**config.mk**
```make
export PLATFORM = sky130hd
export DESIGN_NAME = mem_stage_top
export DESIGN_NICKNAME = d
export VERILOG_FILES = /design/src/mem_stage_pkg.sv /design/src/load_done_if.sv /design/src/mem_req_if.sv /design/src/data_bus_ctrl.sv /design/src/load_writeback.sv /design/src/mem_access_decode.sv /design/src/mem_stage_top.sv
export VERILOG_INCLUDE_DIRS = /design/src /design/src/include
export SDC_FILE = /design/constraint.sdc
export NUM_CORES = 1
export LEC_CHECK = 0
export BUFFER_PORTS_ARGS = -buffer_cell sky130_fd_sc_hd__clkbuf_2
export CAP_MARGIN = 10
export CORE_ASPECT_RATIO = 0.6
export CORE_UTILIZATION = 46
export CTS_CLUSTER_SIZE = 20
export DETAILED_ROUTE_END_ITERATION = 10
export PLACE_DENSITY = 0.9
export SLEW_MARGIN = 20
export SYNTH_ARGS = -nofsm -noshare
export SYNTH_HDL_FRONTEND = slang
export SYNTH_SLANG_ARGS = --single-unit
export TNS_END_PERCENT = 50
```
**constraint.sdc**
```tcl
create_clock -name clk -period 3.05 [get_ports clk]
set_input_delay 0.305 -clock clk [delete_from_list [all_inputs] [get_ports clk]]
set_output_delay 0.305 -clock clk [all_outputs]
set_load 0.02 [all_outputs]
```
**src/include/mem_stage_cfg.svh**
```systemverilog
`ifndef MEM_STAGE_CFG_SVH
`define MEM_STAGE_CFG_SVH

// Datapath widths
`define MEM_DATA_W      32
`define MEM_REG_ADDR_W  5
`define MEM_OP_W        8

// Address error codes, load and store
`define MEM_EXC_ADEL    4
`define MEM_EXC_ADES    5
`define MEM_EXC_W       5

`endif

```
**src/mem_stage_pkg.sv**
```systemverilog
`include "mem_stage_cfg.svh"

package mem_stage_pkg;

    typedef logic [`MEM_DATA_W-1:0] word_t;
    typedef logic [`MEM_REG_ADDR_W-1:0] reg_addr_t;
    typedef logic [`MEM_EXC_W-1:0] exc_code_t;

    // Operation codes from execute
    typedef enum logic [`MEM_OP_W-1:0] {
        OP_NONE = 8'h00,
        OP_LB   = 8'he0,
        OP_LH   = 8'he1,
        OP_LW   = 8'he3,
        OP_LBU  = 8'he4,
        OP_LHU  = 8'he5,
        OP_SB   = 8'he8,
        OP_SH   = 8'he9,
        OP_SW   = 8'heb
    } mem_op_e;

    // Bus transfer size
    typedef enum logic [1:0] {
        SIZE_BYTE = 2'd0,
        SIZE_HALF = 2'd1,
        SIZE_WORD = 2'd2
    } xfer_size_e;

    // How returned data is extracted and extended
    typedef enum logic [2:0] {
        LK_BYTE_S = 3'd0,
        LK_BYTE_U = 3'd1,
        LK_HALF_S = 3'd2,
        LK_HALF_U = 3'd3,
        LK_WORD   = 3'd4
    } load_kind_e;

endpackage

```
**src/load_done_if.sv**
```systemverilog
`timescale 1ns/1ps

// Completed transfer handed to writeback
interface load_done_if;

    logic                      done;
    logic                      is_load;
    mem_stage_pkg::load_kind_e kind;
    logic [1:0]                addr_lo;
    mem_stage_pkg::reg_addr_t  wd;
    mem_stage_pkg::word_t      rdata;

    modport ctrl (
        output done,
        output is_load,
        output kind,
        output addr_lo,
        output wd,
        output rdata
    );

    modport wb (
        input done,
        input is_load,
        input kind,
        input addr_lo,
        input wd,
        input rdata
    );

endinterface

```
**src/mem_req_if.sv**
```systemverilog
`timescale 1ns/1ps

// One decoded data bus request
interface mem_req_if;

    logic                      valid;
    logic                      wr;
    mem_stage_pkg::xfer_size_e size;
    mem_stage_pkg::word_t      addr;
    mem_stage_pkg::word_t      wdata;
    mem_stage_pkg::load_kind_e kind;
    mem_stage_pkg::reg_addr_t  wd;

    modport decode (
        output valid,
        output wr,
        output size,
        output addr,
        output wdata,
        output kind,
        output wd
    );

    modport ctrl (
        input valid,
        input wr,
        input size,
        input addr,
        input wdata,
        input kind,
        input wd
    );

endinterface

```
**src/data_bus_ctrl.sv**
```systemverilog
`timescale 1ns/1ps

module data_bus_ctrl (
    input  logic                      clk,
    input  logic                      rst,
    input  logic                      data_addr_ok_i,
    input  logic                      data_data_ok_i,
    input  mem_stage_pkg::word_t      data_rdata_i,
    mem_req_if.ctrl                   req,
    output logic                      data_req_o,
    output logic                      data_wr_o,
    output mem_stage_pkg::xfer_size_e data_size_o,
    output mem_stage_pkg::word_t      data_addr_o,
    output mem_stage_pkg::word_t      data_wdata_o,
    output logic                      stall_o,
    output logic                      busy_o,
    load_done_if.ctrl                 done
);
    import mem_stage_pkg::*;

    typedef enum logic [1:0] {
        IDLE      = 2'd0,
        ADDR_WAIT = 2'd1,
        DATA_WAIT = 2'd2
    } bus_state_e;

    bus_state_e state;
    logic       idle;

    // Copy of the request once it leaves IDLE
    logic       saved_wr;
    xfer_size_e saved_size;
    word_t      saved_addr;
    word_t      saved_wdata;
    load_kind_e saved_kind;
    reg_addr_t  saved_wd;

    assign idle = (state == IDLE);

    always_ff @(posedge clk) begin
        if (rst) begin
            state <= IDLE;
        end else begin
            case (state)
                IDLE: begin
                    if (req.valid) begin
                        state <= data_addr_ok_i ? DATA_WAIT : ADDR_WAIT;
                    end
                end
                ADDR_WAIT: begin
                    if (data_addr_ok_i) begin
                        state <= DATA_WAIT;
                    end
                end
                DATA_WAIT: begin
                    if (data_data_ok_i) begin
                        state <= IDLE;
                    end
                end
                default: begin
                    state <= IDLE;
                end
            endcase
        end
    end

    always_ff @(posedge clk) begin
        if (idle && req.valid) begin
            saved_wr    <= req.wr;
            saved_size  <= req.size;
            saved_addr  <= req.addr;
            saved_wdata <= req.wdata;
            saved_kind  <= req.kind;
            saved_wd    <= req.wd;
        end
    end

    // Live request in IDLE, replayed copy while waiting for accept
    assign data_req_o   = idle ? req.valid : (state == ADDR_WAIT);
    assign data_wr_o    = data_req_o && (idle ? req.wr : saved_wr);
    assign data_size_o  = idle ? req.size : saved_size;
    assign data_addr_o  = idle ? req.addr : saved_addr;
    assign data_wdata_o = idle ? req.wdata : saved_wdata;

    assign stall_o = data_req_o || (!idle && !data_data_ok_i);
    assign busy_o  = !idle;

    assign done.done    = (state == DATA_WAIT) && data_data_ok_i;
    assign done.is_load = !saved_wr;
    assign done.kind    = saved_kind;
    assign done.addr_lo = saved_addr[1:0];
    assign done.wd      = saved_wd;
    assign done.rdata   = data_rdata_i;

endmodule

```
**src/load_writeback.sv**
```systemverilog
`timescale 1ns/1ps

module load_writeback (
    input  mem_stage_pkg::reg_addr_t wd_i,
    input  logic                     wreg_i,
    input  mem_stage_pkg::word_t     wdata_i,
    input  mem_stage_pkg::exc_code_t except_code_i,
    input  logic                     req_valid_i,
    input  logic                     busy_i,
    load_done_if.wb                  done,
    output mem_stage_pkg::reg_addr_t wd_o,
    output logic                     wreg_o,
    output mem_stage_pkg::word_t     wdata_o
);
    import mem_stage_pkg::*;

    logic [7:0]  lane_byte;
    logic [15:0] lane_half;
    word_t       load_data;

    // Pick the addressed lane of the returned word
    always_comb begin
        case (done.addr_lo)
            2'd0: lane_byte = done.rdata[7:0];
            2'd1: lane_byte = done.rdata[15:8];
            2'd2: lane_byte = done.rdata[23:16];
            default: lane_byte = done.rdata[31:24];
        endcase
        lane_half = done.addr_lo[1] ? done.rdata[31:16] : done.rdata[15:0];
    end

    always_comb begin
        case (done.kind)
            LK_BYTE_S: load_data = {{24{lane_byte[7]}}, lane_byte};
            LK_BYTE_U: load_data = {24'b0, lane_byte};
            LK_HALF_S: load_data = {{16{lane_half[15]}}, lane_half};
            LK_HALF_U: load_data = {16'b0, lane_half};
            default: load_data = done.rdata;
        endcase
    end

    always_comb begin
        if (done.done) begin
            // Completion cycle, only loads write a register
            wd_o    = done.wd;
            wdata_o = load_data;
            wreg_o  = done.is_load;
        end else begin
            wd_o    = wd_i;
            wdata_o = wdata_i;
            wreg_o  = wreg_i && !req_valid_i && !busy_i && (except_code_i == '0);
        end
    end

endmodule

```
**src/mem_access_decode.sv**
```systemverilog
`timescale 1ns/1ps
`include "mem_stage_cfg.svh"

module mem_access_decode (
    input  mem_stage_pkg::mem_op_e   op_i,
    input  mem_stage_pkg::word_t     addr_i,
    input  mem_stage_pkg::word_t     reg2_i,
    input  mem_stage_pkg::reg_addr_t wd_i,
    output mem_stage_pkg::exc_code_t except_code_o,
    mem_req_if.decode                req
);
    import mem_stage_pkg::*;

    logic       is_mem;
    logic       is_store;
    logic       misaligned;
    xfer_size_e size;
    load_kind_e kind;
    word_t      store_word;

    always_comb begin
        is_mem     = 1'b1;
        is_store   = 1'b0;
        size       = SIZE_WORD;
        kind       = LK_WORD;
        store_word = '0;
        case (op_i)
            OP_LB: begin
                size = SIZE_BYTE;
                kind = LK_BYTE_S;
            end
            OP_LBU: begin
                size = SIZE_BYTE;
                kind = LK_BYTE_U;
            end
            OP_LH: begin
                size = SIZE_HALF;
                kind = LK_HALF_S;
            end
            OP_LHU: begin
                size = SIZE_HALF;
                kind = LK_HALF_U;
            end
            OP_LW: begin
                size = SIZE_WORD;
                kind = LK_WORD;
            end
            // Store data is replicated so every lane carries it
            OP_SB: begin
                is_store   = 1'b1;
                size       = SIZE_BYTE;
                store_word = {4{reg2_i[7:0]}};
            end
            OP_SH: begin
                is_store   = 1'b1;
                size       = SIZE_HALF;
                store_word = {2{reg2_i[15:0]}};
            end
            OP_SW: begin
                is_store   = 1'b1;
                size       = SIZE_WORD;
                store_word = reg2_i;
            end
            default: begin
                is_mem = 1'b0;
            end
        endcase
    end

    assign misaligned = is_mem &&
                        ((size == SIZE_HALF && addr_i[0]) ||
                         (size == SIZE_WORD && addr_i[1:0] != 2'b00));

    assign except_code_o = !misaligned ? '0 :
                           is_store ? exc_code_t'(`MEM_EXC_ADES) : exc_code_t'(`MEM_EXC_ADEL);

    assign req.valid = is_mem && !misaligned;
    assign req.wr    = is_store;
    assign req.size  = size;
    assign req.addr  = addr_i;
    assign req.wdata = store_word;
    assign req.kind  = kind;
    assign req.wd    = wd_i;

endmodule

```
**src/mem_stage_top.sv**
```systemverilog
`timescale 1ns/1ps

module mem_stage_top (
    input  logic                      clk,
    input  logic                      rst,
    input  mem_stage_pkg::mem_op_e    op_i,
    input  mem_stage_pkg::word_t      addr_i,
    input  mem_stage_pkg::word_t      reg2_i,
    input  mem_stage_pkg::reg_addr_t  wd_i,
    input  logic                      wreg_i,
    input  mem_stage_pkg::word_t      wdata_i,
    input  mem_stage_pkg::word_t      data_rdata_i,
    input  logic                      data_addr_ok_i,
    input  logic                      data_data_ok_i,
    output mem_stage_pkg::reg_addr_t  wd_o,
    output logic                      wreg_o,
    output mem_stage_pkg::word_t      wdata_o,
    output mem_stage_pkg::exc_code_t  except_code_o,
    output logic                      stall_o,
    output logic                      data_req_o,
    output logic                      data_wr_o,
    output mem_stage_pkg::xfer_size_e data_size_o,
    output mem_stage_pkg::word_t      data_addr_o,
    output mem_stage_pkg::word_t      data_wdata_o
);
    import mem_stage_pkg::*;

    exc_code_t except_code;
    logic      busy;

    mem_req_if   req_bus ();
    load_done_if done_bus ();

    mem_access_decode u_decode (
        .op_i          (op_i),
        .addr_i        (addr_i),
        .reg2_i        (reg2_i),
        .wd_i          (wd_i),
        .except_code_o (except_code),
        .req           (req_bus.decode)
    );

    data_bus_ctrl u_bus_ctrl (
        .clk            (clk),
        .rst            (rst),
        .data_addr_ok_i (data_addr_ok_i),
        .data_data_ok_i (data_data_ok_i),
        .data_rdata_i   (data_rdata_i),
        .req            (req_bus.ctrl),
        .data_req_o     (data_req_o),
        .data_wr_o      (data_wr_o),
        .data_size_o    (data_size_o),
        .data_addr_o    (data_addr_o),
        .data_wdata_o   (data_wdata_o),
        .stall_o        (stall_o),
        .busy_o         (busy),
        .done           (done_bus.ctrl)
    );

    load_writeback u_writeback (
        .wd_i          (wd_i),
        .wreg_i        (wreg_i),
        .wdata_i       (wdata_i),
        .except_code_i (except_code),
        .req_valid_i   (req_bus.valid),
        .busy_i        (busy),
        .done          (done_bus.wb),
        .wd_o          (wd_o),
        .wreg_o        (wreg_o),
        .wdata_o       (wdata_o)
    );

    assign except_code_o = except_code;

endmodule
```
Word level (Yosys, flattened, before mapping)

Index checks and enable logic that the tools add are counted.

Register bits after elaboration: 77
Input port bits: 146
Output and inout bits: 112
Logic and storage cells: 78

Equality and inequality tests: 20
Mux-type cells: 23
Reduce and logical (&&, ||, !) cells: 28

Operators by type and width:

| kind                                           | count |
|---|---|
| case mux 32 bit (4 select lines)               | 1 |
| 2-to-1 mux 32 bit                              | 3 |
| case mux 32 bit (3 select lines)               | 1 |
| == test 8 bit (second input constant)          | 8 |
| case mux 8 bit (3 select lines)                | 1 |
| 2-to-1 mux 16 bit                              | 1 |
| case mux 3 bit (4 select lines)                | 1 |
| logical AND 1 bit                              | 11 |
| 2-to-1 mux 2 bit                               | 5 |
| 2-to-1 mux 5 bit                               | 2 |
| OR reduction 3 bit                             | 3 |
| OR reduction 8 bit                             | 1 |
| == test 2 x 1 -> 1 bit (second input constant) | 3 |
| == test 2 bit (second input constant)          | 3 |
| == test 3 x 2 -> 1 bit (second input constant) | 2 |
| 2-to-1 mux 1 bit                               | 6 |
| case mux 2 bit (3 select lines)                | 1 |
| logical NOT 1 bit                              | 5 |
| logical NOT 5 bit                              | 1 |
| logical NOT 2 bit                              | 2 |
| inequality test 2 bit (second input constant)  | 2 |
| case mux 2 bit (2 select lines)                | 1 |
| == test 3 x 1 -> 1 bit (second input constant) | 1 |
| logical NOT 3 bit                              | 1 |
| 4 further kinds                                | 5 |

Logic depth before layout (Yosys ltp)

Gate-level depths: netlist of run 1.

Depth in word-level cells: 14
Depth in mapped cells: 7

Modules after synthesis

Synthesis of run 1 repeated with hierarchy kept, for this count alone.

Cells, all modules: 574
Area total of the unflattened synthesis: 5984.5 um^2

By module, submodules not included:

| module            | instances | cells each | area an instance (um^2) | sequential area each (um^2) |
|---|---|---|---|---|
| data_bus_ctrl     | 1         | 202        | 3534.6                  | 2292.2 |
| load_writeback    | 1         | 208        | 1420.1                  | 0.0 |
| mem_access_decode | 1         | 164        | 1029.7                  | 0.0 |

Worst setup path after synthesis of run 1

OpenSTA, ideal clock, no wires.

Kind: input -> register
From: in op_i[2]
To: reg u_bus_ctrl.saved_kind[0], in the netlist u_bus_ctrl.done.kind[0], enable pin
Library setup time: 0.400 ns
Data arrival time: 2.066 ns
Slack: 0.584 ns
Cell stages on the path: 3
Buffers on the path: 0
Cell sequence: or3b_1 a221oi_2 and2_2

Word-level cells in the longest chain between the ends: 10
Elaborated cells on any way between the ends: 22
Those cells by class: eq/ne (10); mux (2); reduce/logical (10)

RTL lines:

| item                                                    | line                                             | text |
|---|---|---|
| from (decl)                                             | mem_stage_top.sv:6                               | `input mem_stage_pkg::mem_op_e op_i,` |
| == test 8 bit                                           | mem_access_decode.sv:27                          | `case (op_i)` |
| OR reduction 3 bit (no line)                            | -                                                |  |
| case mux 2 bit (2 select lines)                         | mem_access_decode.sv:27                          |  |
| == test 2 x 1 -> 1 bit or == test 2 bit (tied branches) | mem_access_decode.sv:71, mem_access_decode.sv:72 |  |
| logical AND 1 bit (on tied branches)                    | mem_access_decode.sv:71, mem_access_decode.sv:72 |  |
| logical OR 1 bit                                        | mem_access_decode.sv:71                          | `((size == SIZE_HALF && addr_i[0]) \|\|` |
| logical AND 1 bit                                       | mem_access_decode.sv:70                          | `assign misaligned = is_mem &&` |
| logical NOT 1 bit                                       | -                                                |  |
| logical AND 1 bit (*)                                   | mem_access_decode.sv:77                          | `assign req.valid = is_mem && !misaligned;` |
| logical AND 1 bit (*)                                   | data_bus_ctrl.sv:68                              | `if (idle && req.valid) begin` |
| to (signal assigned)                                    | data_bus_ctrl.sv:73                              | `saved_kind <= req.kind;` |
| to (decl)                                               | data_bus_ctrl.sv:35                              | `load_kind_e saved_kind;` |

Mark *: on every way between the ends. The rest lies on a longest branch, timed or not.
A chain may end at the register's enable or synchronous reset.

Worst setup path after layout of run 1

From: reg u_bus_ctrl.saved_addr[1]
To: out wdata_o[23]

Word-level cells in the longest chain between the ends: 4
Elaborated cells on any way between the ends: 7
Those cells by class: eq/ne (2); mux (4); reduce/logical (1)

RTL lines:

| item                                        | line                 | text |
|---|---|---|
| from (decl)                                 | data_bus_ctrl.sv:33  | `word_t saved_addr;` |
| from (signal assigned)                      | data_bus_ctrl.sv:71  | `saved_addr <= req.addr;` |
| == test 2 bit, or another cell as far along | load_writeback.sv:23 | `case (done.addr_lo)` |
| case mux 8 bit (3 select lines)             | load_writeback.sv:23 |  |
| case mux 32 bit (4 select lines) (*)        | load_writeback.sv:33 | `case (done.kind)` |
| 2-to-1 mux 32 bit (*)                       | load_writeback.sv:43 | `if (done.done) begin` |
| to (decl)                                   | mem_stage_top.sv:17  | `output mem_stage_pkg::word_t wdata_o,` |

Marks and branches as above.

==> results of run 1 <==
==> routing by layer <==
metal	part of all wire [%]	vias up	wire, um	GRT usage (%)
li1	-	2402	-	-
met4	1.0	0	154	6.18
met2	45	302	6800	40.2
met5	0	-	0	0
met3	8.8	21	1350	5.74
met1	46	2368	6950	39.0
==> layout make-up <==
class / count / area, um2 / area share (%)
repair buffers: 267 / 1410 / 21.2
multi-input cells: 419 / 2430 / 36.5
well taps: 135 / 169 / 2.54
clock buffers: 11 / 233 / 3.50
clock inverters: 5 / 98.8 / 1.49
inverters: 4 / 15.0 / 0.226
flip-flops and latches: 77 / 2290 / 34.5
==> registers in the layout, indices dropped and copies added, names as in the netlist <==
name / count
u_bus_ctrl.saved_addr: 32
u_bus_ctrl.saved_wdata: 32
u_bus_ctrl.done.wd: 5
u_bus_ctrl.done.kind: 3
u_bus_ctrl.saved_size: 2
u_bus_ctrl.state: 2
u_bus_ctrl.saved_wr: 1
==> placed cells by master, fill, tap and decap left out, types with 2 or more instances in the layout <==
cell type and instances:
sky130_fd_sc_hd__nor2_1 33, sky130_fd_sc_hd__nor3_1 2, sky130_fd_sc_hd__inv_1 4, sky130_fd_sc_hd__nor2b_1 9
sky130_fd_sc_hd__o21ai_0 26, sky130_fd_sc_hd__nor4_4 2, sky130_fd_sc_hd__a22o_1 8, sky130_fd_sc_hd__dfxtp_1 2
sky130_fd_sc_hd__mux2_2 25, sky130_fd_sc_hd__clkbuf_16 9, sky130_fd_sc_hd__o31ai_1 15, sky130_fd_sc_hd__nand2_1 152
sky130_fd_sc_hd__edfxtp_1 75, sky130_fd_sc_hd__nand2b_1 3, sky130_fd_sc_hd__clkbuf_1 2, sky130_fd_sc_hd__buf_4 10
sky130_fd_sc_hd__clkbuf_2 254, sky130_fd_sc_hd__conb_1 3, sky130_fd_sc_hd__mux2i_1 19, sky130_fd_sc_hd__and2_1 12
sky130_fd_sc_hd__a21oi_1 52, sky130_fd_sc_hd__nor4_1 10, sky130_fd_sc_hd__buf_12 3, sky130_fd_sc_hd__bufinv_16 3
sky130_fd_sc_hd__or2_2 2, sky130_fd_sc_hd__a21o_1 8, sky130_fd_sc_hd__o22a_1 7, sky130_fd_sc_hd__nand3b_1 9
==> power by group through the flow <==
stage	Sequential [mW]	Combinational [mW]	Clock, mW
detailed placement	1.18	0.412	0
floorplan	1.18	0.210	0
global route	1.16	0.450	1.26
CTS	1.16	0.414	1.22
finish	1.16	0.418	1.20
global placement	1.18	0.407	0
==> kinds of logic (layout without fill, tap and decap cells) <==
family / Yosys count / count (layout)
AOI/OAI and AO/OA: 124 / 124
buffers and inverters: 49 / 287
DFF: 77 / 77
muxes: 44 / 44
other: 1 / 3
and+or+nand+nor: 248 / 248
==> through the flow <==
step           setup WS, ns  area (um2)
4_1_cts               0.470        6640
5_1_grt               0.267        6640
3_5_place_dp          0.792        6310
3_3_place_gp          0.803        6310
6_report              0.442        6640
2_1_floorplan         0.584        4940
==> final timing paths <==
| check | from | slack (ns) | end |
|---|---|---|---|
| hold / removal | addr_i[12] | 0.16 | u_bus_ctrl.saved_addr[12] |
| hold reg to reg | u_bus_ctrl.state[1] | 0.63 | u_bus_ctrl.state[0] |
| setup / recovery | u_bus_ctrl.saved_addr[1] | 0.44 | wdata_o[23] |
| setup reg to reg | u_bus_ctrl.state[1] | 1.01 | u_bus_ctrl.done.wd[4] |
==> metrics list, run 1 <==
- Global routing consumed, over all layers together, 26.7% of the routing resources.
- Via count of the first global-routing pass: between 4000 and 5000
- Mean post-synth cell area: 9.08 um2
- Layout cells sized above 1: 40.6%
- After synthesis, the largest family of logic cells by area is simple AND/OR/NAND/NOR gates.
- The number of antenna diodes in the final layout is 0.
* Adder and majority gate portion of the synthesized area: 0%
- Internal Dissipation: 2.12 mW
- Number of port buffers: roughly 250
* Worst Reg-to-Reg Cells: 3
- Total detailed-routing wirelength: 15.3 mm
* Top-Level Pins: 258
- Sequential cells account for 41.9% of the total power.
* Ys Warns: 0
* Largest area contributor in the synthesized netlist: sky130_fd_sc_hd__edfxtp_1
* Number of nets in the final layout: 924
- Ys async rst share: 0%
- After detailed routing, the average wire length per cell comes to 16.6 um.
* Result of the run: finished, final reports clean
- Net switching power: roughly 660 uW
* Post-synthesis instance area: 0.00493 mm2
- Of all nets on the critical path, the largest fanout is 16.
- Final hold violation count: 0
- Placer congestion estimate: a little under 1
- Post-detail-place hpwl: 11.7 mm
- For the worst setup path, the data required time is 2.74 ns.
- The share of total power dissipated in the clock network is a little over two fifths.
- Clk slew on worst S/H paths: 0.06 ns
- Power comes to 2.78 mW.
* Gates resized, CTS repair: 0
* Overall die area: 0.0112 mm2
- Simple logic cell fraction of the synthesized area: 23.7%
- Broken down by cell family, the worst path's largest delay share belongs to simple AND/OR/NAND/NOR gates.
- For this run, the slowest stage of the critical path takes 0.67 ns.
* Slowest library cell on the worst path: sky130_fd_sc_hd__nor3_2
- Dominant cells by area after synthesis: sky130_fd_sc_hd__edfxtp_1 46%, sky130_fd_sc_hd__nand2_1 12%, sky130_fd_sc_hd__mux2_2 5.7%
- Least-Margin Pin Slew: 0.869 ns
* Buffers from clock root to sink, at most: 2
* Final number of setup-violating endpoints: 0
- Util after Layout: 65.6%
- sky130_fd_sc_hd__nand2_1 is the most common cell in the netlist.
* Number of clock buffers inserted by TritonCTS: 9
- After synthesis, the share of cell area in mux cells is 9.56%.
* Post-synthesis compound-gate area fraction: between 10% and 20%
- Final-layout worst hold slack: roughly 0.16 ns
* Fillers: roughly 850
- The initialized floorplan defines 28 standard-cell rows.
* Initial cell density of the core: 48.7%
- Global-route wire length before repair: between 20 and 25 mm
* Most numerous cell types in the synthesized netlist: 152 x sky130_fd_sc_hd__nand2_1, 75 x sky130_fd_sc_hd__edfxtp_1, 52 x sky130_fd_sc_hd__a21oi_1, 34 x sky130_fd_sc_hd__nor2_1, 26 x sky130_fd_sc_hd__o21ai_0
- After global routing the overflow that remains totals 0.
* # hold bufs at CTS: 0
* Worst IR Drop VDD: 345 uV
* Most used flip-flop cell after synthesis: sky130_fd_sc_hd__edfxtp_1
- Summed over all failing endpoints, the final setup total negative slack is 0 ns.
- CTS tree: yes
- Data arrival time at the worst-slack endpoint: 2.30 ns
- Power density of the placed cells: between 400 and 500 mW/mm2
* Clock insertion delay at the later pin of the skew report: 0.33 ns
- The worst path in the final design needs a cycle of 2.61 ns, including I/O delays and setup.
- Dividing the detail-routed via count by the number of cells gives 5.55.
- Sequential cells were found to cover 46.5% of the synthesized design area.
* Vertical extent of the die: 82.2 um
* Buffers inserted during post-CTS setup optimization: 0
* Share of the synthesized netlist area taken by xor and xnor gates: 0%
- The clock tree synthesis step divided the H-tree into 3 levels.
- The max-slew violation count is 0.
- The tool flagged a number of max-cap violations equal to 0.
- The initial antenna violation count came to 0.
* Overall die width: between 100 and 150 um
- DP Cell Count: 902
* Synth Register Bits: 77
* Worst clock skew: 0.00681 ns
- Synthesized instance count: 543
- RSZ-0062 raised after global routing: no
* Core Region: approximately 0.010 mm2
* DRC violations left: 0
- Antenna-violating nets left: 0
- Detailed routing inserted a total of 5093 vias.
- Together, buffers and inverters on the worst path number 1.
- Iteration-0 DRC Markers: 458
* First-pass detailed-route iteration total: 6
- Leakage power of the design: 3.15 nW
* Root buffer cell: sky130_fd_sc_hd__clkbuf_16
* Hold Crit Depth: 1
* Depth of the critical timing path with buffers and inverters included: 5
- Sort of element at the end of the critical path: output pin
* Worst Setup Path Type: flip-flop to output pin
- Number of enable flip-flop cells after synthesis: 75
- Clock tree sinks: 77
- Post-layout instance count excluding filler cells: 918
- Entering global routing, the biggest net connects 47 pins.
- The path class of the tightest hold or removal check is input pin to flip-flop.
* Switching share of power: 23.6%
* CP cell instances: mux2i_1, nor4_1, nor3_2, a21oi_1, clkbuf_2
- Startpoint types: flip-flop
* Final Cycle Share: 85.5%
- In this run, the combinational gates consume about 15% of the power.
* Number of distinct library cells after synthesis: 47
- Area share of the leading cell type in the synthesized netlist: around 46%
* Worst max-slew margin expressed relative to the limit: a little over two fifths
- From synthesis to final layout, the design area changed by 34.7%.
- Static timing analysis puts the maximum clock frequency at 383 MHz.
No activity file was read; power rests on OpenSTA's default activity.
==> run 2, diff against run 1 <==
ABC_AREA = 1   (was not set)
PLACE_DENSITY = 0.91   (was 0.9)
==> run 2 against run 1 <==
  * Final area is 1.9% lower
  * Core utilization fell by 0.82 points
  * Worst setup slack worse by 0.11 ns
  * Critical path depth rose by 3
  * Maximum frequency is 3.9% lower
  * Clock-buffer cell count decreased by 1
  * Sequential cell count unchanged
  * Clock power down 6%
  * Combinational power is 5% lower
  * Largest cell class is now flip-flops and latches
  * Sequential share of layout area increased by 0.68 points
==> metrics list, run 2 <==
- Post-DR vias/cell: 5.16
- Once detail routing completed, the nets flagged for antenna violations numbered 0.
- Design Power: 2.69 mW
- Hold repair after CTS inserted 0 buffers.
* Total track usage: 26.4%
- Core Region: 0.0101 mm2
- Once layout is complete, the utilization of the core stands at about two thirds.
* Final hold violation count: 0
- Buffers from clock root to sink, at most: 2
- For the final database, setup skew stands at around 0.0043 ns.
* Area share of the leading cell type in the synthesized netlist: 46.4%
- The first TritonRoute pass finished after 5 iterations.
* Synth Register Bits: 77
- Antenna violations before repair: 0
- Worst Setup Path Type: flip-flop to output pin
- Upper clock frequency limit: 368 MHz
- Measured against the total synthesized area, the mux share comes to 0%.
* Initial cell density of the core: between 40% and 50%
* Congestion Overflow GR: 0
* Placer congestion estimate: 0.939
* Number of distinct library cells after synthesis: 33
* Iteration-0 DRC Markers: 408
- Hold is met by 0.161 ns.
- Most common cell in the synthesized netlist: sky130_fd_sc_hd__nand2_1
* Post-synthesis instance area: 0.00485 mm2
* Total detailed-routing wirelength: between 10 and 15 mm
- Leakage power of the design: 3.34 nW
- Setup total negative slack: 0 ns
- In this run, post-CTS repair resized a total of 0 instances.
- Max-cap violations in this run came to 0.
- The worst setup path is launched from a flip-flop.
- CTS HTree Levels: 3
- Buffers inserted during post-CTS setup optimization: 0
- For this run, the number of Yosys warnings is 0.
- Entering global routing, the biggest net connects 73 pins.
- Mean post-synth cell area: roughly 7.5 um2
- Via count of the first global-routing pass: around 4300
- In the final layout, flip-flops and latches occupy 0.00229 mm2.
- Across all layers, the routed design uses 5319 vias.
- Share of the synthesized netlist area taken by xor and xnor gates: 0%
- Root buffer cell: sky130_fd_sc_hd__clkbuf_16
- Top-Level Pins: about 260
- The max-slew violation count was 0.
- In this run, synthesis inferred between 70 and 80 flip-flops with an integrated enable.
- Leaving out fill and tap cells, the most frequent cell in the layout is sky130_fd_sc_hd__nand2_1.
* Hold WC Path Type: input pin to flip-flop
- Data arrival time at the worst-slack endpoint: 2.41 ns
- Summing the areas of all fa, ha and maj instances in the mapped netlist gives 0% of the synthesized area.
- Once detailed placement completed, the half-perimeter wirelength came to 11.4 mm.
* Clock tree sinks: 77
- Worst IR Drop VDD: 364 uV
- Of all nets on the critical path, the largest fanout is 19.
* Number of clock buffers inserted by TritonCTS: 9
- The biggest area contributor in the post-synthesis netlist is sky130_fd_sc_hd__edfxtp_1.
- CTS tree: yes
* Routed len/inst: 14.3 um
- At the pin with the least slew margin, the transition time is about 0.74 ns.
- Cell row count: 28
- Vertical extent of the die: 81.5 um
- DRC violations left: 0
* Clk slew on worst S/H paths: approximately 0.060 ns
* Overall die area: 0.0110 mm2
* Result of the run: finished, final reports clean
* RSZ-0062 raised after global routing: no
* Simple logic cell fraction of the synthesized area: 27.4%
- From synthesis to final layout, the design area changed by 34.3%.
- Headroom to the max-slew limit came out at 50.4%.
- In the final layout, the share of cells above drive strength 1 is 33.4%.
- CP required: 2.74 ns
- After technology mapping, the gate count stands at 650.
* Global-route wire length before repair: 22.0 mm
- The top cell types in the final layout, fill and taps aside, are 264 x sky130_fd_sc_hd__nand2_1, 254 x sky130_fd_sc_hd__clkbuf_2, 83 x sky130_fd_sc_hd__inv_1.
- Power density of the placed cells: 413 mW/mm2
- Sort of element at the end of the critical path: output pin
* Post-synthesis compound-gate area fraction: 14.4%
- Period minus WS final: between 2 and 3 ns
* Multi-input gate area in the final layout: 0.00205 mm2
* Ys async rst share: 0%
- In the synthesized netlist, the cells that appear most often are 264 x sky130_fd_sc_hd__nand2_1, 84 x sky130_fd_sc_hd__inv_1, 75 x sky130_fd_sc_hd__edfxtp_1, 42 x sky130_fd_sc_hd__o21ai_0, 39 x sky130_fd_sc_hd__nor2_1.
- Fillers: 892
* Number of nets in the final layout: 1036
- The clock reaches the later pin of the worst-skew pair after ~0.33 ns.
* Main combinational cell family by area after synthesis: simple AND/OR/NAND/NOR gates
- Number of port buffers: roughly 250
* Final number of setup-violating endpoints: 0
- The die is 135 um wide.
- 0 antenna diodes ended up in the layout.
- Summing the sequential cell areas from Yosys gives 47.3% of the chip area.
* Final Cycle Share: 89.0%
- Most used flip-flop cell after synthesis: sky130_fd_sc_hd__edfxtp_1
- Dominant cells by area after synthesis: sky130_fd_sc_hd__edfxtp_1 46%, sky130_fd_sc_hd__nand2_1 20%, sky130_fd_sc_hd__inv_1 6.5%
-- run 2: critical path, cell delays in order, from the launching register on --
cell and delay, ns:
sky130_fd_sc_hd__edfxtp_1 0.73, sky130_fd_sc_hd__inv_2 0.14, sky130_fd_sc_hd__nor2_1 0.29, sky130_fd_sc_hd__a21oi_2 0.13
sky130_fd_sc_hd__nand4_4 0.18, sky130_fd_sc_hd__nand2_4 0.17, sky130_fd_sc_hd__o22ai_1 0.20, sky130_fd_sc_hd__inv_1 0.08
sky130_fd_sc_hd__clkbuf_2 0.16
-- run 2: power by group --
part,switching [mW],total [mW],internal [mW]
Clock,0.412,1.13,0.715
Combinational,0.243,0.399,0.155
Sequential,0.00364,1.17,1.16
-- run 2: layout make-up --
type	instances	share of cell area, %
clock buffer	10	3.52
clock inverter	6	1.34
inverter	89	5.13
multi-input combinational	450	31.5
sequential	77	35.2
tap	135	2.59
timing repair buffer	263	20.7
-- run 2: kinds of logic after synthesis --
kind of cell,after synthesis
flip-flops,77
AND/OR/NAND/NOR,327
buffers and inverters,125
AO/OA/AOI/OAI,120
other,1
-- run 2: per-stage QoR --
stage / worst slack [ns] / instance area [um2] / instances
after floorplan: 0.459 / 4870 / 652
after global placement: 0.813 / 6200 / 1014
after detailed placement: 0.725 / 6200 / 1014
after CTS: 0.412 / 6510 / 1030
after global routing: 0.145 / 6510 / 1030
final: 0.335 / 6510 / 1030
-- run 2: routing by layer --
layer / track usage [%] / share of wire, %
met1: 37.5 / 45
met5: 0 / 0
met3: 8.52 / 11
met2: 38.8 / 44
met4: 7.30 / 0.58
-- run 2: path summary, 6_finish.rpt --
kind | startpoint | to | slack [ns] | depth (start not counted)
setup / recovery | u_bus_ctrl.saved_addr[1] | wdata_o[19] | 0.34 | 8
hold / removal | addr_i[23] | u_bus_ctrl.saved_addr[23] | 0.16 | 1
setup reg to reg | u_bus_ctrl.state[0] | u_bus_ctrl.saved_addr[12] | 1.41 | 4
hold reg to reg | u_bus_ctrl.state[1] | u_bus_ctrl.state[1] | 0.64 | 3
==> run 3, diff against run 2 <==
--- a/config.mk
+++ b/config.mk
@@ -16,2 +16,3 @@
 export PLACE_DENSITY = 0.91
+export SETUP_SLACK_MARGIN = 0.4
 export SLEW_MARGIN = 20
--- a/constraint.sdc
+++ b/constraint.sdc
@@ -3,2 +3,2 @@
 set_output_delay 0.305 -clock clk [all_outputs]
-set_load 0.02 [all_outputs]
+set_load 0.01 [all_outputs]
==> run 3 against run 2 <==
  * Non-clock buffer count grew 5
  * Final area grew 0.29%
  * Maximum frequency grew 4.6%
  * Core utilization grew 0.19 points
  * Cell count grew 0.39%
  * Clock skew grew 0.0013 ns
  * Critical endpoint is now wdata_o[2]
==> metrics list, run 3 (synthesis gave the netlist of run 2 again) <==
- Result of the run: finished, final reports clean
- The initial antenna violation count came to 0.
- Overall die area: ~0.011 mm2
- By startpoint and endpoint, the worst setup path is classified as flip-flop to output pin.
* Internal Dissipation: 1.95 mW
* Number of port buffers: about 250
* Switching share of power: between 20% and 30%
- Cell area after layout: about 0.0065 mm2
- Placer congestion estimate: 0.957
* Worst max-slew margin expressed relative to the limit: 45.1%
- The analysis attributes to net switching a power of about 600 uW.
* Final Cycle Share: 85.1%
- The clock net in this run drives a total of 77 sinks.
- Vertical extent of the die: ~82 um
- DRC violations left: 0
* CP required: 2.74 ns
- Via count of the first global-routing pass: 4411
- CTS tree: yes
* Minimum setup slack in the final design: approximately 0.45 ns
- Fillers: 868
- From synthesis to final layout, the design area changed by 34.6%.
- CTS HTree Levels: 3
- Period minus WS final: 2.60 ns
- The die is 135 um wide.
* First-pass detailed-route iteration total: 6
- Pin count of the biggest net entering global routing: 73
* Top-Level Pins: 258
- Diode count: 0
- Counting cells, the worst reg-to-reg path comes to 4.
- The clock arrives with 0.00555 ns of skew.
* Max_cap viols: 0
- Least-Margin Pin Slew: approximately 0.82 ns
- Total track usage: about a quarter
- The number of hold-slack violations in the final timing report is 0.
* Hold Crit Depth: 2
* Design Power: 2.54 mW
- Post-DR vias/cell: 5.10
- The worst-case IR drop observed on VDD is 405 uV.
- Root buffer cell: sky130_fd_sc_hd__clkbuf_16
* Setup total negative slack: 0 ns
- Summed over all layers, the routed wires come to 14.5 mm.
* Sort of element at the end of the critical path: output pin
* Buffers from clock root to sink, at most: 2
- Setup repair after global routing left no endpoint under its margin.
* Global-route wire length before repair: between 20 and 25 mm
* Final number of setup-violating endpoints: 0
* Layout cells sized above 1: about 34%
* Upper clock frequency limit: 385 MHz
* Data arrival time at the worst-slack endpoint: 2.29 ns
- Final count of pins violating max slew: 0
* Via total after detailed routing: 5275
* Dpl ws: around 0.78 ns
* Crit Path Max Fanout: 13
- Clock network fraction of total power: 40.6%
- Clock insertion delay at the later pin of the skew report: 0.32 ns
- After floorplanning, the core was divided into 28 placement rows.
- Iteration-0 DRC Markers: 454
* Cell area after placement: between 0.006 and 0.007 mm2
* Number of clock buffers inserted by TritonCTS: 9
- The share of total power dissipated in sequential elements is 45.8%.
* Startpoint types: flip-flop
- Antenna-violating nets left: 0
- The worst register-to-register path has a setup slack of 1.32 ns.
- Power spread over the standard cell area amounts to 390 mW/mm2.
- Initial cell density of the core: 48.2%
- Hold WC Path Type: input pin to flip-flop
- Highest-count cells in the layout ignoring fill and taps: 264 x sky130_fd_sc_hd__nand2_1, 254 x sky130_fd_sc_hd__clkbuf_2, 82 x sky130_fd_sc_hd__inv_1
- Post-detail-place hpwl: 11.1 mm
- Core Region: 0.0101 mm2
* Congestion Overflow GR: 0
* Clk slew on worst S/H paths: 0.06 ns
* Leading cell type in the layout, fill and taps excluded: sky130_fd_sc_hd__nand2_1
- Leakage power of the design: 3.35 nW
* Number of nets in the final layout: 1041
- In this run, the combinational gates consume 13.7% of the power.
* Routed len/inst: ~14 um
[run 3: final cells by class]
class | instances | area [um2] | area share [%]
inverters | 89 | 338 | 5.17
flip-flops and latches | 77 | 2290 | 35.1
well taps | 135 | 169 | 2.59
repair buffers | 268 | 1390 | 21.3
clock inverters | 5 | 61.3 | 0.939
clock buffers | 10 | 229 | 3.51
multi-input cells | 450 | 2050 | 31.4
[run 3: through the flow]
stage               hold WS [ns]  cells  utilization (%)
CTS                        0.153   1029             64.5
floorplan                  0.374    652                -
finish                     0.167   1034             65.0
detailed placement         0.498   1014             61.6
global placement           0.497   1014             61.6
global route               0.152   1034             65.0
[run 3: worst paths after layout]
check                                               from                    endpoint
worst max-delay path            u_bus_ctrl.saved_addr[1]                  wdata_o[2]
worst min register to register       u_bus_ctrl.state[1]         u_bus_ctrl.state[1]
worst min-delay path                                 rst         u_bus_ctrl.state[0]
worst max register to register       u_bus_ctrl.state[0]  u_bus_ctrl.saved_wdata[12]
[run 3: repair_timing]
| item | in CTS | in global routing |
|---|---|---|
| setup buffers | 0 | 5 |
| gates resized for setup | 0 | 2 |
| setup endpoints to repair | 0 | 24 |
| hold buffers | 0 | 0 |
[run 3: worst max-delay path: stages, from the launching register on]
cell,delay (ns)
sky130_fd_sc_hd__edfxtp_1,0.60
sky130_fd_sc_hd__buf_4,0.24
sky130_fd_sc_hd__o21ai_0,0.51
sky130_fd_sc_hd__o21ai_0,0.23
sky130_fd_sc_hd__o31ai_1,0.22
sky130_fd_sc_hd__clkbuf_2,0.17
[run 3: power groups by stage]
| stage | combinational, mW | clock (mW) | sequential, mW |
|---|---|---|---|
| 3_5_place_dp | 0.342 | 0 | 1.19 |
| 4_1_cts | 0.344 | 1.05 | 1.17 |
| 3_3_place_gp | 0.337 | 0 | 1.19 |
| 6_report | 0.348 | 1.03 | 1.17 |
| 5_1_grt | 0.382 | 1.09 | 1.17 |
| 2_1_floorplan | 0.153 | 0 | 1.19 |
[run 3: layer usage]
layer / wire (um) / GRT usage [%] / up-vias
met5: 0 / 0 / -
met4: 80 / 4.94 / 0
met3: 1650 / 8.40 / 14
met2: 6210 / 38.2 / 310
met1: 6610 / 36.2 / 2350
li1: - / - / 2601
